`src/logic/ls_consts.svh`:
```
`ifndef LS_CONSTS_SVH
`define LS_CONSTS_SVH

// load/store buffer geometry
`define LS_DEPTH_BITS 3
`define LS_DEPTH (1 << `LS_DEPTH_BITS)

`define LS_TAG_BITS 5
`define LS_XLEN 32
`define LS_CDB_PORTS 4

// word-organised data memory
`define LS_MEM_WORDS_BITS 8
`define LS_MEM_WORDS (1 << `LS_MEM_WORDS_BITS)

`endif
```
`src/logic/ls_pkg.sv`:
```
`include "ls_consts.svh"

package ls_pkg;

    // loads take the five low codes, stores the top three
    typedef enum logic [2:0] {
        op_lb  = 3'b000,
        op_lh  = 3'b001,
        op_lw  = 3'b010,
        op_lbu = 3'b011,
        op_lhu = 3'b100,
        op_sb  = 3'b101,
        op_sh  = 3'b110,
        op_sw  = 3'b111
    } mem_op_t;

    typedef struct packed {
        logic                    valid;
        mem_op_t                 op;
        logic [`LS_TAG_BITS-1:0] rob_tag;
        logic [`LS_TAG_BITS-1:0] base_tag;
        logic [`LS_XLEN-1:0]     base_val;
        logic [`LS_TAG_BITS-1:0] data_tag;
        logic [`LS_XLEN-1:0]     data_val;
        logic [`LS_XLEN-1:0]     imm;
    } ls_issue_t;

    // tag zero means the port is idle
    typedef struct packed {
        logic [`LS_TAG_BITS-1:0] tag;
        logic [`LS_XLEN-1:0]     value;
    } cdb_bcast_t;

    typedef struct packed {
        logic                    valid;
        mem_op_t                 op;
        logic [`LS_TAG_BITS-1:0] rob_tag;
        logic [`LS_XLEN-1:0]     addr;
        logic [`LS_XLEN-1:0]     store_data;
    } ls_access_t;

    typedef struct packed {
        logic                    valid;
        logic                    is_store;
        logic [`LS_TAG_BITS-1:0] rob_tag;
        logic [`LS_XLEN-1:0]     value;
    } ls_result_t;

    function automatic logic is_store(input mem_op_t op);
        return op inside {op_sb, op_sh, op_sw};
    endfunction

endpackage

```
`src/logic/ls_buffer.sv`:
```
`timescale 1ns/1ps
`include "ls_consts.svh"

module ls_buffer (
    input  logic                     clk,
    input  logic                     rst_n,
    input  ls_pkg::ls_issue_t        issue,
    input  ls_pkg::cdb_bcast_t       cdb [`LS_CDB_PORTS],
    input  logic [`LS_TAG_BITS-1:0]  rob_head,
    input  logic                     flush,
    output logic                     full,
    output ls_pkg::ls_access_t       access
);

    logic [`LS_DEPTH-1:0]      busy;
    logic [`LS_DEPTH_BITS-1:0] head;
    logic [`LS_DEPTH_BITS-1:0] tail;

    ls_pkg::ls_issue_t         ent [`LS_DEPTH];
    logic [`LS_XLEN-1:0]       addr [`LS_DEPTH];

    ls_pkg::cdb_bcast_t        base_nxt [`LS_DEPTH];
    ls_pkg::cdb_bcast_t        data_nxt [`LS_DEPTH];
    ls_pkg::cdb_bcast_t        in_base;
    ls_pkg::cdb_bcast_t        in_data;

    logic                      accept;
    logic                      dispatch;
    logic                      acc_valid;
    ls_pkg::ls_access_t        acc_q;

    // operand after this cycle's broadcast; lowest matching port wins
    function automatic ls_pkg::cdb_bcast_t snoop(
        input ls_pkg::cdb_bcast_t opnd,
        input ls_pkg::cdb_bcast_t bus [`LS_CDB_PORTS]
    );
        ls_pkg::cdb_bcast_t res;
        res = opnd;
        if (opnd.tag != '0) begin
            for (int p = `LS_CDB_PORTS - 1; p >= 0; p--) begin
                if (bus[p].tag == opnd.tag) begin
                    res.tag   = '0;
                    res.value = bus[p].value;
                end
            end
        end
        return res;
    endfunction

    assign full   = busy[tail];
    assign accept = issue.valid && !full;

    always_comb begin
        for (int i = 0; i < `LS_DEPTH; i++) begin
            base_nxt[i] = snoop('{tag: ent[i].base_tag, value: ent[i].base_val}, cdb);
            data_nxt[i] = snoop('{tag: ent[i].data_tag, value: ent[i].data_val}, cdb);
        end
        // an issue also sees the broadcast of its own cycle
        in_base = snoop('{tag: issue.base_tag, value: issue.base_val}, cdb);
        in_data = snoop('{tag: issue.data_tag, value: issue.data_val}, cdb);
    end

    // stores wait at the head until they are the oldest in the ROB
    assign dispatch = busy[head]
                   && ent[head].base_tag == '0
                   && ent[head].data_tag == '0
                   && (!ls_pkg::is_store(ent[head].op) || ent[head].rob_tag == rob_head);

    always_ff @(posedge clk) begin
        for (int i = 0; i < `LS_DEPTH; i++) begin
            if (busy[i]) begin
                ent[i].base_tag <= base_nxt[i].tag;
                ent[i].base_val <= base_nxt[i].value;
                ent[i].data_tag <= data_nxt[i].tag;
                ent[i].data_val <= data_nxt[i].value;
                addr[i]         <= base_nxt[i].value + ent[i].imm;
            end
        end

        if (accept) begin
            ent[tail]          <= issue;
            ent[tail].base_tag <= in_base.tag;
            ent[tail].base_val <= in_base.value;
            ent[tail].data_tag <= in_data.tag;
            ent[tail].data_val <= in_data.value;
            addr[tail]         <= in_base.value + issue.imm;
        end

        if (dispatch) begin
            acc_q <= '{
                valid:      1'b1,
                op:         ent[head].op,
                rob_tag:    ent[head].rob_tag,
                addr:       addr[head],
                store_data: ent[head].data_val
            };
        end
    end

    always_ff @(posedge clk or negedge rst_n) begin
        if (!rst_n) begin
            busy      <= '0;
            head      <= '0;
            tail      <= '0;
            acc_valid <= 1'b0;
        end else if (flush) begin
            busy      <= '0;
            head      <= '0;
            tail      <= '0;
            acc_valid <= 1'b0;
        end else begin
            acc_valid <= dispatch;
            // accept needs a free tail and dispatch a busy head, so the slots differ
            if (accept) begin
                busy[tail] <= 1'b1;
                tail       <= tail + 1'b1;
            end
            if (dispatch) begin
                busy[head] <= 1'b0;
                head       <= head + 1'b1;
            end
        end
    end

    always_comb begin
        access       = acc_q;
        access.valid = acc_valid;
    end

endmodule

```
`config.mk`:
```
export PLATFORM = sky130hd
export DESIGN_NAME = ls_buffer
export DESIGN_NICKNAME = d
export VERILOG_FILES = /design/src/logic/ls_pkg.sv /design/src/logic/ls_buffer.sv
export VERILOG_INCLUDE_DIRS = /design/src /design/src/logic
export SDC_FILE = /design/constraint.sdc
export NUM_CORES = 2
export LEC_CHECK = 0
export ABC_AREA = 1
export BUFFER_PORTS_ARGS = -buffer_cell sky130_fd_sc_hd__buf_2
export CAP_MARGIN = 20
export CORE_MARGIN = 2
export CORE_UTILIZATION = 25
export CTS_CLUSTER_DIAMETER = 40
export DETAILED_ROUTE_END_ITERATION = 12
export PLACE_DENSITY_LB_ADDON = 0.25
export SETUP_SLACK_MARGIN = 0.5
export SLEW_MARGIN = 5
export SYNTH_ARGS = -nofsm -noshare
export SYNTH_HDL_FRONTEND = slang
export SYNTH_SLANG_ARGS = --single-unit
export TNS_END_PERCENT = 30
```
`constraint.sdc`:
```
create_clock -name clk -period 6.5 [get_ports clk]
set_clock_uncertainty 0.2 [all_clocks]
set_input_delay 1.3 -clock clk [delete_from_list [all_inputs] [get_ports clk]]
set_output_delay 1.3 -clock clk [all_outputs]
set_load 0.05 [all_outputs]
```
==> flow_metrics.py <==
metrics = {
    "outcome": {
        "status": "completed",
    },
    "layout": {
        "multi_input_area_um2": 52500,
        "final_common_cell": "nand2_1",
        "seqCellArea_um2": 37600,
        "mostFrequentLayoutCells": "nand2_1, o21ai_0, edfxtp_1, a21oi_1, inv_1",
        "utilization_pct": 30.9,
        "n_fill_cell": 42200,
        "finalNetCount": 14300,
        "layout-drive-gt1-share_pct": 14.9,
        "areaGrowthSynthToFinish_pct": 23.2,
        "instances_no_fill": 19300,
    },
    "route": {
        "drt-pass1-iter-count": 6,
        "viasPerCell": 5.70,
        "drt-wirelength-per-cell_um": 34.6,
        "wirelength_um": 667000,
        "vias": 110000,
        "detail-route-antenna-nets": 0,
        "drtIter0Drc": 19200,
        "drc_errors": 0,
    },
    "clock_network": {
        "postCtsSetupRepairBufs": 0,
        "numCtsBuffers": 306,
        "h-tree-depth": 5,
        "root_buffer": "clkbuf_16",
        "clockBufferDepth": 4,
        "insertion_delay_ps": 980,
        "cts_resized": 0,
        "cts_tree": "done",
        "cts_sinks": 1255,
        "hold_buffers": 0,
        "clk_pin_slew_ps": 50,
    },
    "die": {
        "start_util_pct": 25.1,
        "top_level_ports": 345,
        "dieArea_um2": 398000,
        "fp.dieH_um": 631,
        "core_area_um2": 392000,
        "rows": 230,
        "die_x_um": 631,
    },
    "global_route": {
        "grt_pass1_vias": 98500,
        "grt_pass1_wl_um": 881000,
        "grt_util_met3_pct": 9.15,
        "grt_busiest_layer": "met2",
        "grt_use_total_pct": 32.2,
        "antenna_found_initial": 164,
        "met2_usage_pct": 46.3,
        "grt-ovfl-total": 0,
        "grt_max_degree": 99,
        "gr-usage-met1_pct": 41.4,
    },
    "synth": {
        "syn_area_per_cell_um2": 7.47,
        "netlist_area_um2": 98200,
        "synth_seq_cells": 1255,
        "ys_async_sr_fraction_pct": 1.20,
        "synth_flop_cell": "edfxtp_1",
        "syn-num-nets": 13700,
        "yosysWarnings": 0,
        "synth_cell_types": 63,
        "ys_seq_area_share_pct": 38.3,
        "syn-instance-count": 13200,
        "synth_edf_count": 1240,
    },
    "power_and_ir_drop": {
        "ir_worst_vdd_mv": 0.221,
        "seqPwrFrac_pct": 27.8,
        "swShare_pct": 36.6,
        "p_comb_share_pct": 27.9,
        "clkPwrFrac_pct": 44.2,
        "internal-power_mw": 22.8,
        "switchingPower_mw": 13.2,
        "p_leak_nw": 50.2,
        "power_density_nw_per_um2": 297,
        "power_mw": 36.0,
    },
    "placed_design": {
        "dp_hpwl_um": 484000,
        "port_buffers": 344,
        "place_inst": 18600,
        "gp_congestion": 1.03,
    },
    "worst_hold_path": {
        "hold_class": "in -> async",
    },
    "sta": {
        "fin_crit_sh_pct": 92.7,
        "final-hold-violation-count": 0,
        "fin_crit_ps": 6030,
        "maxSlewViolCount": 0,
        "rsz0062_at_grt": "no",
        "relSlewSlack_pct": 15.5,
        "tightest_slew_ps": 1250,
        "fmax_ghz": 0.166,
        "setup_violations": 0,
    },
    "setup_path": {
        "worstPathRequired_ps": 6970,
        "worstPathMaxFanout": 6,
        "end_kind": "register",
        "critPathArrivalTime_ps": 6500,
        "startpoint_type": "register",
        "critical_path_class": "reg -> reg",
    },
    "run": {
        "max_cap_violations": 0,
    },
}
## cell families after synthesis
group | after synthesis | synth area share (%)
adders and majority gates | 317 | 4.11
buffers and inverters | 2105 | 8.63
muxes | 12 | 0.122
xor gates and xnor gates | 301 | 2.68
and+or+nand+nor | 5075 | 21.6
AOI/OAI and AO/OA | 4085 | 24.5
DFF | 1255 | 38.3
## cells in the mapped netlist, types with 51 or more instances
cell type  number  area [um2]
a21oi_1      1200        6010
nand2_1      3074       11500
clkbuf_1      651        2440
buf_2         202        1010
inv_1        1041        3910
a22o_1         51         447
nand2_2        57         357
xnor2_1       138        1210
edfxtp_1     1240       37200
o21bai_1       67         503
a22oi_1        99         743
o211ai_1      494        3710
ha_1          308        3850
a221oi_1       52         455
nor2_1        690        2590
buf_1          99         372
xor2_1        163        1430
o21ai_0      1566        7840
nand3_1       877        4390
nor3_1        108         541
o21ai_1        52         260
or2_2          66         413
nand4_1       109         682
o2111ai_1     193        1690
## through the flow
stage	hold slack, ps	setup TNS, ps	setup WS [ps]	instance area (um2)
2_1_floorplan	306	0	530	98200
4_1_cts	38.3	0	708	121000
5_1_grt	70.7	0	511	121000
3_3_place_gp	333	-101	-101	110000
3_5_place_dp	337	-105	-105	110000
6_report	76.2	0	472	121000
## sequential cells by signal, summed over array words and instances (netlist names)
register / flops
ent: 912
addr: 256
access: 72
busy: 8
head: 3
tail: 3
acc_valid: 1
## path summary, 6_finish.rpt
| check | startpoint | end | slack (ps) | depth (start not counted) |
|---|---|---|---|---|
| max in group asynchronous | rst_n | busy[5] | 5660 | 1 |
| setup reg to reg | ent[5][102] | addr[5][26] | 470 | 23 |
| hold reg to reg | ent[6][36] | access[4] | 340 | 2 |
| hold / removal | rst_n | busy[7] | 80 | 1 |
| min in group clk | ent[6][36] | access[4] | 340 | 2 |
| setup / recovery | ent[5][102] | addr[5][26] | 470 | 23 |
## worst max-delay path, stage by stage (launching register included)
cell,delay (ps)
edfxtp_1,560
inv_1,160
nand2_1,90
nand2_1,50
a21oi_1,340
nand3_2,290
nand2_1,130
o21ai_0,80
o21ai_1,160
o211ai_1,100
a21oi_1,720
ha_1,430
a21oi_1,140
o21ai_0,100
buf_4,150
a21oi_1,700
inv_1,160
nand3_1,120
nand3_1,130
nand2_1,90
nand2_1,70
o21ai_0,480
buf_4,220
nand2_1,60
## layer usage
metal,vias up,wire length (um)
li1,47400,-
met1,52900,254000
met2,7999,272000
met3,1450,85900
met4,26,54500
met5,-,217
## layout make-up
type                    count  area share (%)
well taps                5220            5.40
clock buffers             347            6.56
clock inverters           212            2.04
inverters                1091            3.43
flip-flops and latches   1255            31.1
repair buffers           1251            7.83
diodes                     99           0.205
multi-input cells        9790            43.4
## power by group through the flow
stage	clock (mW)	combinational, mW	sequential, mW
final	15.9	10.0	10.0
after floorplan	0	4.68	9.95
after global routing	16.3	10.4	10.0
after CTS	16.0	9.66	9.99
after detailed placement	0	9.62	10.1
after global placement	0	9.63	10.1
Power figures use the tool's default switching activity.
